### src/hw/bus_pkg.sv
/*
 * Bus word types for the 16-bit system bus: request, response
 * and the tagged address that is read as memory or as I/O
 */
`default_nettype none

package bus_pkg;

  localparam int DAT_W = 16; // Data word
  localparam int ADR_W = 19; // Byte address bits 19..1
  localparam int SEL_W = 2;  // One select per byte lane

  // Memory view of the tagged address
  typedef struct packed {
    logic             tag;   // 0 for memory
    logic [ADR_W-1:0] word;
  } mem_adr_t;

  // I/O view of the same word
  typedef struct packed {
    logic        tag;        // 1 for I/O
    logic [3:0]  rsvd;       // Not decoded on I/O cycles
    logic [14:0] port;       // Port word address, byte port >> 1
  } io_adr_t;

  typedef union packed {
    mem_adr_t mem;
    io_adr_t  io;
  } bus_adr_u;

  // CPU request as seen by every slave
  typedef struct packed {
    logic [DAT_W-1:0] dat;
    bus_adr_u         adr;
    logic [SEL_W-1:0] sel;
    logic             we;
    logic             cyc;
    logic             stb;
  } bus_req_t;

  // Slave answer
  typedef struct packed {
    logic [DAT_W-1:0] dat;
    logic             ack;
  } bus_rsp_t;

endpackage

`default_nettype wire

### src/hw/sys_map_pkg.sv
/*
 * System address map: slave numbering, address/mask windows
 * and the fixed vectors returned during interrupt acknowledge
 */
`default_nettype none

package sys_map_pkg;

  localparam int N_SLAVES = 13; // Twelve ports plus the default slave
  localparam int N_WIN    = 13; // VGA and RAM own two windows each

  typedef enum logic [3:0] {
    S_ROM   = 4'd0,
    S_VGA   = 4'd1,
    S_UART  = 4'd2,
    S_KEYB  = 4'd3,
    S_SPKR  = 4'd4,  // Reached only through the keyboard window
    S_SD    = 4'd5,
    S_GPIO  = 4'd6,
    S_CSR   = 4'd7,
    S_TIMER = 4'd8,
    S_FLASH = 4'd9,
    S_SB    = 4'd10,
    S_RAM   = 4'd11,
    S_DEF   = 4'd12
  } slave_id_e;

  // Match value is {tag, byte address[19:1]}; first hit in table order wins
  localparam logic [19:0] MAP_ADDR [N_WIN] = '{
    20'h7FF80,  // mem 0xFFF00 - 0xFFFFF, BIOS
    20'h50000,  // mem 0xA0000 - 0xBFFFF
    20'h801E0,  // io 0x3C0 - 0x3DF
    20'h801FC,  // io 0x3F8 - 0x3FF, COM1
    20'h80030,  // io 0x60 - 0x67
    20'h80080,  // io 0x100 - 0x101
    20'h87880,  // io 0xF100 - 0xF103
    20'h87900,  // io 0xF200 - 0xF20F
    20'h80020,  // io 0x40 - 0x43
    20'h8011C,  // io 0x238 - 0x23B
    20'h80108,  // io 0x210 - 0x21F
    20'h87980,  // io 0xF300 - 0xF3FF, SDRAM control
    20'h00000   // All remaining memory
  };

  localparam logic [19:0] MAP_MASK [N_WIN] = '{
    20'hFFF80, 20'hF0000, 20'h87FF0, 20'h87FFC, 20'h87FFC,
    20'h87FFF, 20'h87FFE, 20'h87FF8, 20'h87FFE, 20'h87FFE,
    20'h87FF8, 20'h87F80, 20'h80000
  };

  localparam slave_id_e MAP_SLAVE [N_WIN] = '{
    S_ROM, S_VGA, S_VGA, S_UART, S_KEYB, S_SD, S_GPIO,
    S_CSR, S_TIMER, S_FLASH, S_SB, S_RAM, S_RAM
  };

  localparam logic [15:0] NMI_VECTOR   = 16'h0002;
  localparam logic [12:0] IRQ_VEC_BASE = 13'h0001; // Vector 0x08 + iid

endpackage

`default_nettype wire

### src/hw/sys_reset_gen.sv
/*
 * Power-on reset debounce: holds the system reset for a full
 * counter period after the reset button is released
 */
`timescale 1ns/1ps
`default_nettype none

module sys_reset_gen #(
  parameter int DEBOUNCE_W = 17
) (
  input  wire  clk,
  input  wire  rst_lck,   // Active low, synchronous
  output logic rst_o
);

  logic [DEBOUNCE_W-1:0] cnt_q;

  always_ff @(posedge clk) begin
    if (!rst_lck) begin
      cnt_q <= '1;   // Any bounce restarts the hold time
      rst_o <= 1'b1;
    end else begin
      if (cnt_q != '0)
        cnt_q <= cnt_q - DEBOUNCE_W'(1);
      rst_o <= (cnt_q != '0);
    end
  end

endmodule

`default_nettype wire

### src/hw/io_addr_decoder.sv
/*
 * Address decoder: matches the tagged CPU address against the map
 * windows, splits port 0x61 off to the speaker and steers cyc/stb
 */
`timescale 1ns/1ps
`default_nettype none

module io_addr_decoder (
  input  wire                              clk,
  input  logic                             rst_i,
  input  bus_pkg::bus_req_t                req_i,
  output logic [sys_map_pkg::N_SLAVES-1:0] slv_cyc_o,
  output logic [sys_map_pkg::N_SLAVES-1:0] slv_stb_o,
  output bus_pkg::bus_rsp_t                def_rsp_o,
  output sys_map_pkg::slave_id_e           sel_id_o
);

  import sys_map_pkg::*;

  // Port 0x61 is the high byte of the word at 0x60
  localparam logic [14:0] SPKR_PORT_W = 15'h0030;

  slave_id_e hit_id;
  slave_id_e id_q;   // Last steered slave
  logic      active;

  always_comb begin
    hit_id = S_DEF;
    // Walk backwards so the lowest matching window is kept
    for (int w = N_WIN - 1; w >= 0; w--) begin
      if ((req_i.adr & MAP_MASK[w]) == MAP_ADDR[w])
        hit_id = MAP_SLAVE[w];
    end
    if (hit_id == S_KEYB && req_i.adr.io.port == SPKR_PORT_W && req_i.sel[1])
      hit_id = S_SPKR;
  end

  assign active = req_i.cyc & ~rst_i;

  always_comb begin
    slv_cyc_o = '0;
    slv_stb_o = '0;
    if (active) begin
      slv_cyc_o[hit_id] = 1'b1;
      slv_stb_o[hit_id] = req_i.stb;
    end
  end

  // Keeps the return path on the last slave between cycles
  always_ff @(posedge clk) begin
    if (rst_i)
      id_q <= S_DEF;
    else if (active)
      id_q <= hit_id;
  end

  assign sel_id_o = active ? hit_id : id_q;

  // Default slave answers at once with zero data
  assign def_rsp_o.dat = '0;
  assign def_rsp_o.ack = slv_cyc_o[S_DEF] & slv_stb_o[S_DEF];

endmodule

`default_nettype wire

### src/hw/simple_pic.sv
/*
 * Simple interrupt controller: rising edges set pending bits,
 * the lowest pending line is handed out on interrupt acknowledge
 */
`timescale 1ns/1ps
`default_nettype none

module simple_pic #(
  parameter int N_IRQ = 8
) (
  input  wire              clk,
  input  logic             rst_i,
  input  logic [N_IRQ-1:0] intv_i,
  input  logic             inta_i,
  output logic             intr_o,
  output logic [2:0]       iid_o
);

  logic [N_IRQ-1:0] intv_q;
  logic [N_IRQ-1:0] pend_q;
  logic [N_IRQ-1:0] clr;
  logic [2:0]       pick;
  logic             inta_q;
  logic             inta_rise;

  assign inta_rise = inta_i & ~inta_q;

  // Priority encoder, line 0 highest
  always_comb begin
    pick = '0;
    clr  = '0;
    for (int i = N_IRQ - 1; i >= 0; i--) begin
      if (pend_q[i])
        pick = 3'(i);
    end
    if (inta_rise && pend_q != '0)
      clr[pick] = 1'b1;
  end

  always_ff @(posedge clk) begin
    if (rst_i) begin
      intv_q <= '0;
      pend_q <= '0;
      inta_q <= 1'b0;
      intr_o <= 1'b0;
      iid_o  <= '0;
    end else begin
      intv_q <= intv_i;
      inta_q <= inta_i;
      pend_q <= (pend_q & ~clr) | (intv_i & ~intv_q);
      intr_o <= (pend_q != '0);
      if (inta_rise)
        iid_o <= pick; // Stable until the next acknowledge
    end
  end

endmodule

`default_nettype wire

### src/hw/bus_return_mux.sv
/*
 * Read-return stage: picks the addressed slave's ack and data and
 * replaces the data with the NMI or interrupt vector on acknowledge
 */
`timescale 1ns/1ps
`default_nettype none

module bus_return_mux (
  input  sys_map_pkg::slave_id_e                         sel_id_i,
  input  bus_pkg::bus_rsp_t [sys_map_pkg::N_SLAVES-2:0]  slv_rsp_i,
  input  bus_pkg::bus_rsp_t                              def_rsp_i,
  input  logic                                           inta_i,
  input  logic                                           nmia_i,
  input  logic [2:0]                                     iid_i,
  output bus_pkg::bus_rsp_t                              cpu_rsp_o
);

  import sys_map_pkg::*;

  always_comb begin
    cpu_rsp_o = def_rsp_i; // S_DEF has no entry in slv_rsp_i
    for (int s = 0; s < N_SLAVES - 1; s++) begin
      if (sel_id_i == slave_id_e'(s))
        cpu_rsp_o = slv_rsp_i[s];
    end

    // Vector reads still end on the slave's ack
    if (nmia_i)
      cpu_rsp_o.dat = NMI_VECTOR;
    else if (inta_i)
      cpu_rsp_o.dat = {IRQ_VEC_BASE, iid_i};
  end

endmodule

`default_nettype wire

### src/hw/sys_bus_top.sv
/*
 * System bus glue: reset debounce, address decode, interrupt
 * controller and the read-return path to the CPU
 */
`timescale 1ns/1ps
`default_nettype none

module sys_bus_top #(
  parameter int DEBOUNCE_W = 17,
  parameter int N_IRQ      = 8
) (
  input  wire                                            clk,
  input  wire                                            rst_lck,
  input  bus_pkg::bus_req_t                              cpu_req_i,
  output bus_pkg::bus_rsp_t                              cpu_rsp_o,
  output bus_pkg::bus_req_t                              slv_req_o,
  output logic [sys_map_pkg::N_SLAVES-1:0]               slv_cyc_o,
  output logic [sys_map_pkg::N_SLAVES-1:0]               slv_stb_o,
  input  bus_pkg::bus_rsp_t [sys_map_pkg::N_SLAVES-2:0]  slv_rsp_i,
  input  logic [N_IRQ-1:0]                               intv_i,
  output logic                                           intr_o,
  input  logic                                           inta_i,
  input  logic                                           nmia_i,
  output logic                                           rst_o
);

  import bus_pkg::*;
  import sys_map_pkg::*;

  bus_rsp_t   def_rsp;
  slave_id_e  sel_id;
  logic [2:0] iid;

  // Shared request, per-slave strobes come from the decoder
  assign slv_req_o = '{dat: cpu_req_i.dat, adr: cpu_req_i.adr, sel: cpu_req_i.sel,
                       we: cpu_req_i.we, cyc: 1'b0, stb: 1'b0};

  sys_reset_gen #(
    .DEBOUNCE_W (DEBOUNCE_W)
  ) u_reset (
    .clk     (clk),
    .rst_lck (rst_lck),
    .rst_o   (rst_o)
  );

  io_addr_decoder u_decoder (
    .clk       (clk),
    .rst_i     (rst_o),
    .req_i     (cpu_req_i),
    .slv_cyc_o (slv_cyc_o),
    .slv_stb_o (slv_stb_o),
    .def_rsp_o (def_rsp),
    .sel_id_o  (sel_id)
  );

  simple_pic #(
    .N_IRQ (N_IRQ)
  ) u_pic (
    .clk    (clk),
    .rst_i  (rst_o),
    .intv_i (intv_i),
    .inta_i (inta_i),
    .intr_o (intr_o),
    .iid_o  (iid)
  );

  bus_return_mux u_return (
    .sel_id_i  (sel_id),
    .slv_rsp_i (slv_rsp_i),
    .def_rsp_i (def_rsp),
    .inta_i    (inta_i),
    .nmia_i    (nmia_i),
    .iid_i     (iid),
    .cpu_rsp_o (cpu_rsp_o)
  );

endmodule

`default_nettype wire

### config.mk
export PLATFORM = sky130hd
export DESIGN_NAME = sys_bus_top
export DESIGN_NICKNAME = d
export VERILOG_FILES = /design/src/hw/bus_pkg.sv /design/src/hw/sys_map_pkg.sv /design/src/hw/sys_reset_gen.sv /design/src/hw/io_addr_decoder.sv /design/src/hw/simple_pic.sv /design/src/hw/bus_return_mux.sv /design/src/hw/sys_bus_top.sv
export SDC_FILE = /design/constraint.sdc
export NUM_CORES = 1
export LEC_CHECK = 0
export ABC_CLOCK_PERIOD_IN_PS = 5400
export BUFFER_PORTS_ARGS = -buffer_cell sky130_fd_sc_hd__buf_2
export CAP_MARGIN = 25
export CORE_AREA = 10 10 124 126
export CTS_BUF_LIST = sky130_fd_sc_hd__clkbuf_4
export DETAILED_ROUTE_END_ITERATION = 7
export DIE_AREA = 0 0 134 136
export GPL_ROUTABILITY_DRIVEN = 0
export PLACE_DENSITY_LB_ADDON = 0.05
export SLEW_MARGIN = 15
export SYNTH_ARGS = -nofsm -noshare
export SYNTH_HDL_FRONTEND = slang
export SYNTH_SLANG_ARGS = --single-unit
### constraint.sdc
create_clock -name clk -period 5.4 [get_ports clk]
set_input_delay 1.08 -clock clk [delete_from_list [all_inputs] [get_ports clk]]
set_output_delay 1.08 -clock clk [all_outputs]
set_load 0.02 [all_outputs]
Word-level counts from Yosys, hierarchy flattened:

Cells that the tools add are included.

* register bits: 43

* add/subtract/negate cells: 1
* mux-type cells: 44
* reduce and logical (&&, ||, !) cells: 9
* bitwise logic cells: 11
* equal/unequal tests: 25
* $lt $le $gt $ge: 4

Operators by type and width (number)
* two-way mux 17 bit: 12
* two-way mux 4 bit: 14
* equality test 15 bit, second input constant: 3
* two-way mux 16 bit: 2
* equality test 14 bit, second input constant: 2
* two-way mux 3 bit: 9
* equality test 13 bit, second input constant: 2
* two-way mux 13 bit: 2
* equality test 4 x 3 -> 1 bit, second input constant: 5
* zero test 20 bit: 1
* nonzero test 17 bit: 1
* subtractor 17 x 1 -> 17 bit, second input constant: 1
* AND 8 bit: 2
* equality test 16 bit, second input constant: 1
* equality test 4 bit, second input constant: 4
* inverter 8 bit: 2
* equality test 15 x 6 -> 1 bit, second input constant: 1
* AND 13 bit: 1
* equality test 13 x 12 -> 1 bit, second input constant: 1
* equality test 12 bit, second input constant: 1
* equality test 4 x 2 -> 1 bit, second input constant: 3
* equality test 9 bit, second input constant: 1
* two-way mux 8 bit: 1
* OR 8 bit: 1
* 13 further kinds: 21

Depth between registers and ports, before layout:

Gate-level depths: netlist of the first run.

* word-level depth: 39
* gate-level depth with buffers: 13
* mapped depth without buffers: 10

By module:

Synthesis of the first run repeated with hierarchy kept, for this count alone.

* cell total of the unflattened synthesis: 753
* area, all modules: 5610.4 um^2

By module, submodules not included
* bus_return_mux: cells an instance 376, instances 1, area an instance 2577.5 um^2, seq. area each 0.0 um^2
* io_addr_decoder: cells an instance 151, instances 1, area an instance 1074.8 um^2, seq. area each 80.1 um^2
* sys_reset_gen: cells an instance 100, instances 1, area an instance 860.8 um^2, seq. area each 360.3 um^2
* simple_pic: cells an instance 84, instances 1, area an instance 785.8 um^2, seq. area each 420.4 um^2
* sys_bus_top: cells an instance 42, instances 1, area an instance 311.5 um^2, seq. area each 0.0 um^2

Worst setup path before layout of the first run:

OpenSTA, ideal clock, no wires.

* path type: in2out
* start point: input port cpu_req_i[15] in the netlist's numbering
* end point: output port cpu_rsp_o[11] in the netlist's numbering
* stages: 12
* arrival: 3.913 ns
* setup slack: 0.407 ns
* buffers on the path: 3
* cells stage by stage: or4_4 -> or4_4 -> nand4b_2 -> o21a_1 -> a21o_1 -> buf_4 -> and2_1 -> buf_2 -> buf_4 -> o21ai_0 -> o21a_1 -> a211oi_1

RTL lines
* from (decl): line sys_bus_top.sv:14 `input bus_pkg::bus_req_t cpu_req_i,`
* to (decl): line sys_bus_top.sv:15 `output bus_pkg::bus_rsp_t cpu_rsp_o,`

==> impl_metrics.py, run 1 <==
metrics = {
    "cells_and_area": {
        "nFillCells": 1378,
        "final_util_pct": 49.7,
        "finalNetCount": 1206,
        "syn2layout_area_growth_pct": 34.3,
        "drive_above_1_share_pct": 40.6,
    },
    "timing": {
        "fin_setup_tns_ps": 0,
        "holdWs_ps": 469,
        "fin_ws_ps": 151,
        "slew_headroom_pct": 53.0,
        "fin_crit_ps": 5250,
        "slew_violations": 0,
        "fin_crit_sh_pct": 97.2,
        "finClkSkew_ps": 5.70,
        "hold_viol": 0,
        "timing.fmax_mhz": 191,
        "grt_setup_unrepaired": "no",
        "setup_viol": 0,
        "tightest_slew_ps": 699,
    },
    "yosys": {
        "synth_edf_count": 0,
        "yosysTopAreaCell": "dfxtp_1",
        "ys_warn_count": 0,
        "ys_async_sr_fraction_pct": 0,
        "syn-cell-area_um2": 4810,
        "synth.avg_cell_area_um2": 7.09,
        "synth_cell_type_count": 81,
        "yosys.area.top_type_share_pct": 17.9,
        "synthCells": 678,
        "synth_ff_type": "dfxtp_1",
        "ys_ff_latch": 43,
        "ys_seq_area_share_pct": 17.9,
        "synth.area.top_cells": "dfxtp_1 18%, buf_4 8.0%, nand2_1 5.5%",
    },
    "die": {
        "pin_count": 343,
        "rows": 42,
        "fp.coreArea_um2": 13000,
        "start_util_pct": 37.0,
        "die_w_um": 134,
        "die_area_um2": 18200,
        "die_h_um": 136,
    },
    "critical_path": {
        "cp_data_arrival_time_ps": 4170,
        "endpoint_kind": "output port",
        "criticalPathCategory": "input port to output port",
        "start_kind": "input port",
        "worstPathRequired_ps": 4320,
        "critPathBufInv": 3,
        "path_delay_family": "simple AND/OR/NAND/NOR gates",
        "critPathLaunch": "cpu_req_i[15]",
        "critPathMaxFanout": 7,
        "max_stage_delay_ps": 580,
        "r2r_start": "u_reset.cnt_q[8]",
        "crit_chain": "buf_2 -> or4_4 -> or4_4 -> nand4b_2 -> o21a_1 -> a21oi_2 -> buf_4 -> mux2_2 -> a221o_1 -> o221ai_1 -> a21oi_1 -> buf_2",
        "crit_path_top_delay_cell": "or4_4",
    },
    "clock_network": {
        "clkSinkCount": 43,
        "cts_tree": "yes",
        "clkTransAtPathRegs_ps": 130,
        "post_cts_buffers": 0,
        "cts_root_buffer": "clkbuf_4",
        "insertion_delay_ps": 350,
        "cts_buffer_depth": 2,
        "cts-resized-gates": 0,
        "ctsHoldBuffers": 0,
        "cts_made_buffers": 5,
        "cts_max_level": 2,
    },
    "routing": {
        "ant_nets": 0,
        "drt_wl_total_mm": 25.0,
        "vias": 6549,
        "drt_pass1_iterations": 5,
        "wl_per_cell_um": 22.2,
        "drc": 0,
        "dr.first_iter.drc_count": 539,
        "via_per_inst": 5.81,
    },
    "grt": {
        "overflow": 0,
        "grt_max_degree": 37,
        "top_usage_layer": "met2",
        "antenna_found_initial": 4,
        "use_met3_pct": 6.53,
        "grt_pass1_vias": 6502,
        "met2_usage_pct": 44.5,
        "grt_pass1_wl_mm": 36.7,
        "grt_use_total_pct": 25.3,
        "use_met1_pct": 28.6,
    },
    "place": {
        "dp_slack_ps": 70.7,
        "hpwl_mm": 21.2,
        "port_buffers": 304,
    },
    "power_and_ir_drop": {
        "pwr_density_cell_nw_per_um2": 104,
        "p_sw_uw": 207,
        "comb_power_share_pct": 29.2,
        "power.leakage_nw": 2.93,
        "seqPwrFrac_pct": 47.9,
        "clkPwrFrac_pct": 23.0,
        "p_int_uw": 463,
        "power_uw": 669,
        "p_sw_share_pct": 30.9,
        "vdd_ir_drop_max_v": 0.000185,
    },
    "flow_run": {
        "timing.max_cap.violations": 0,
    },
    "worst_hold_path": {
        "hold_path_class": "flip-flop to flip-flop",
        "hold_path.startpoint": "u_pic.iid_o[2]",
    },
    "status": {
        "outcome": "completed",
    },
}
==> state kept, by name (all words and copies together) (netlist names) <==
| register | flops |
|---|---|
| u_reset.cnt_q | 17 |
| u_pic.intv_q | 8 |
| u_pic.pend_q | 8 |
| u_decoder.id_q | 4 |
| u_pic.iid_o | 3 |
| u_pic.inta_q | 1 |
| u_pic.intr_o | 1 |
| u_reset.rst_o | 1 |
==> cells by family (layout without fill, tap and decap cells) <==
family | count (synthesis) | in the layout | share of synthesized area (%)
other cells | 1 | 5 | 0.0780
buf+inv | 88 | 358 | 11.5
xor+xnor | 10 | 10 | 1.82
fa+ha+maj | 1 | 1 | 0.260
flops | 43 | 43 | 17.9
mux | 22 | 22 | 4.82
simple gates | 289 | 289 | 31.1
compound gates | 224 | 224 | 32.5
==> cells in the mapped netlist, types with 6 or more instances <==
cell type,n
mux2i_1,13
dfxtp_1,43
buf_2,13
nand2_1,71
a222oi_1,6
o22ai_1,8
o21ai_1,6
xnor2_1,8
nand2b_1,17
inv_1,10
a221o_1,10
clkbuf_1,11
a2111o_1,6
o221ai_1,7
nor2_1,71
nor2b_1,19
mux2_2,9
a21oi_1,49
nor3_1,14
a31oi_1,15
buf_4,51
o21a_1,10
and3_1,10
nor4_1,12
o21ai_0,41
a221oi_1,6
or3_1,12
nand3_1,21
==> power groups by stage <==
stage	Clock (mW)	Combinational, mW	Sequential [mW]
6_report	0.154	0.195	0.320
5_1_grt	0.172	0.212	0.321
4_1_cts	0.158	0.193	0.320
3_5_place_dp	0	0.192	0.327
3_3_place_gp	0	0.189	0.327
2_1_floorplan	0	0.0997	0.327
==> cell type report <==
class / instances / area [um^2] / area share [%]
timing repair buffer: 340 / 1830 / 28.3
antenna: 3 / 7.51 / 0.116
clock inverter: 3 / 15.0 / 0.233
multi-input combinational: 548 / 3440 / 53.4
clock buffer: 5 / 37.5 / 0.582
inverter: 10 / 37.5 / 0.582
sequential: 43 / 861 / 13.3
tap: 176 / 220 / 3.41
==> path summary, 6_finish.rpt <==
check / endpoint / cells after the start / slack [ps]
worst min-delay path: u_pic.iid_o[2] / 2 / 470
worst max register to register: u_reset.cnt_q[10] / 8 / 2650
worst min register to register: u_pic.iid_o[2] / 2 / 470
worst max-delay path: cpu_rsp_o[7] / 12 / 150
==> stage by stage <==
| stage | instance area (um^2) | cells |
|---|---|---|
| floorplan | 4810 | 679 |
| global placement | 6360 | 1117 |
| detailed placement | 6360 | 1117 |
| CTS | 6410 | 1125 |
| global route | 6450 | 1128 |
| finish | 6450 | 1128 |
==> cell usage in the layout, fill, tap and decap left out, drive strengths merged, types with 9 or more instances in the layout <==
master and count:
a221o 10, inv 10, o21ai 49, nor2 71
nor2b 19, buf 340, dfxtp 43, nor3 15
mux2i 13, a21oi 51, nor4 13, o21a 10
or3 13, a31oi 15, nand3 22, and3 11
nand2b 17, nand2 71, mux2 9
==> worst register-to-register path, stage by stage (launching register included) <==
cell and delay, ps:
dfxtp_1 370, or4_1 640, nor4_1 360, nand4b_1 210, o21ai_0 460, or3_1 300
nor3_1 90, xnor2_1 140, nand2_1 70
==> per-layer routing <==
layer | routed length (um) | vias up
met2 | 12400 | 341
met1 | 9670 | 3096
met3 | 2070 | 55
met5 | 13 | -
met4 | 935 | 2
li1 | - | 3055
No activity file was read; power rests on OpenSTA's default activity.
==> run 2: changes to the inputs <==
Settings changed: CAP_MARGIN 25 to 20, PLACE_DENSITY set to 0.85, PLACE_DENSITY_LB_ADDON 0.05 to unset.
==> impl_metrics.py, run 2 (synthesis gave the netlist of run 1 again) <==
metrics = {
    "timing": {
        "fin_setup_tns_ps": 0,
        "finClkSkew_ps": 11.3,
        "fin_crit_sh_pct": 98.1,
        "slew_headroom_pct": 36.1,
        "slew_violations": 0,
        "holdWs_ps": 476,
        "hold_viol": 0,
        "fin_crit_ps": 5300,
        "setup_viol": 0,
        "tightest_slew_ps": 956,
        "timing.fmax_mhz": 189,
    },
    "clock_network": {
        "ctsHoldBuffers": 0,
        "clkSinkCount": 43,
        "cts_max_level": 2,
        "clkTransAtPathRegs_ps": 130,
        "insertion_delay_ps": 360,
        "cts_made_buffers": 5,
        "cts_buffer_depth": 2,
        "cts_root_buffer": "clkbuf_4",
        "cts_tree": "yes",
    },
    "worst_hold_path": {
        "hold_path_class": "flip-flop to flip-flop",
    },
    "routing": {
        "drt_wl_total_mm": 24.5,
        "drc": 0,
        "ant_nets": 0,
        "via_per_inst": 5.86,
        "drt_pass1_iterations": 5,
        "dr.first_iter.drc_count": 686,
        "wl_per_cell_um": 21.6,
        "vias": 6676,
    },
    "power_and_ir_drop": {
        "p_sw_share_pct": 31.3,
        "seqPwrFrac_pct": 47.1,
        "vdd_ir_drop_max_v": 0.000159,
        "comb_power_share_pct": 28.4,
        "clkPwrFrac_pct": 24.6,
        "power.leakage_nw": 2.97,
        "p_int_uw": 469,
        "pwr_density_cell_nw_per_um2": 105,
        "p_sw_uw": 213,
    },
    "place": {
        "place_area_um2": 6390,
        "hpwl_mm": 20.9,
        "port_buffers": 304,
    },
    "flow_run": {
        "timing.max_cap.violations": 0,
    },
    "die": {
        "fp.coreArea_um2": 13000,
        "start_util_pct": 37.0,
        "pin_count": 343,
        "die_h_um": 136,
        "die_area_um2": 18200,
        "rows": 42,
        "die_w_um": 134,
    },
    "critical_path": {
        "critPathMaxFanout": 6,
        "criticalPathCategory": "input port to output port",
        "worstPathRequired_ps": 4320,
        "endpoint_kind": "output port",
        "cp_data_arrival_time_ps": 4220,
        "start_kind": "input port",
    },
    "cells_and_area": {
        "largestRegisters": "u_reset.cnt_q x17, u_pic.intv_q x8, u_pic.pend_q x8",
        "finalNetCount": 1210,
        "final_area_um2": 6490,
        "layout_commonest_cell": "buf_2",
        "nFillCells": 1342,
        "syn2layout_area_growth_pct": 35.0,
        "final_cell_mix": "304 x buf_2, 71 x nor2_1, 70 x nand2_1",
        "largest_register_ffs": 17,
        "drive_above_1_share_pct": 40.7,
        "seq_area_um2": 861,
        "top_register": "u_reset.cnt_q",
        "multiInputGateArea_um2": 3420,
    },
    "grt": {
        "antenna_found_initial": 12,
        "grt_use_total_pct": 24.4,
        "grt_max_degree": 36,
        "overflow": 0,
        "grt_pass1_wl_mm": 35.8,
        "grt_pass1_vias": 6377,
    },
    "status": {
        "outcome": "completed",
    },
}
run 2: cell count changes in the layout (fill, tap and decap cells not counted), sizes merged:
cell    before  now
buf        340  344
diode        3   10
inv         10   12
clkinv       3    1
run 2: power by group through the flow:
stage / clock [mW] / combinational [mW] / sequential, mW
5_1_grt: 0.188 / 0.208 / 0.321
3_5_place_dp: 0 / 0.189 / 0.328
4_1_cts: 0.176 / 0.190 / 0.321
3_3_place_gp: 0 / 0.187 / 0.327
2_1_floorplan: 0 / 0.0997 / 0.327
6_report: 0.168 / 0.193 / 0.321
run 2: through the flow:
| stage | instances | power (mW) | utilization [%] | setup slack [ps] |
|---|---|---|---|---|
| 3_3_place_gp | 1121 | 0.515 | 49.2 | 131 |
| 2_1_floorplan | 679 | 0.427 | - | 407 |
| 4_1_cts | 1129 | 0.687 | 49.7 | 109 |
| 6_report | 1139 | 0.682 | 50.0 | 105 |
| 5_1_grt | 1137 | 0.717 | 50.0 | -7.24 |
| 3_5_place_dp | 1121 | 0.517 | 49.2 | 138 |
run 2: cell type report:
cell class,instances,area share (%)
Antenna cell,10,0.386
Clock buffer,5,0.578
Clock inverter,3,0.405
Inverter,10,0.578
Multi-Input combinational cell,548,52.7
Sequential cell,43,13.3
Tap cell,176,3.39
Timing Repair Buffer,344,28.6
run 2: worst max-delay path, cell delays in order:
cell	delay (ps)
buf_2	110
or4_4	570
or4_4	560
nand4b_2	130
o21ai_2	90
or3_1	470
a211o_1	380
and3b_1	200
a211o_1	220
a21oi_1	190
buf_2	210
run 2: final timing paths:
| path | from | endpoint | slack (ps) | depth (start not counted) |
|---|---|---|---|---|
| min | u_pic.iid_o[2] | u_pic.iid_o[2] | 480 | 2 |
| max | cpu_req_i[15] | cpu_rsp_o[12] | 100 | 11 |
| min reg2reg | u_pic.iid_o[2] | u_pic.iid_o[2] | 480 | 2 |
| max reg2reg | u_reset.cnt_q[8] | u_reset.cnt_q[10] | 2740 | 8 |
run 2: layer usage:
metal  GRT usage [%]  vias to the layer above  part of all wire [%]
met5               0                        -                 0.053
met2            41.7                      469                    49
met3            7.64                       90                    12
met1            26.7                     3044                    34
li1                -                     3071                     -
met4            12.8                        2                   5.2
run 2: repair_timing:
action	in CTS	in global routing
setup endpoints to repair	0	5
gates resized for setup	0	6
buffers inserted	0	0
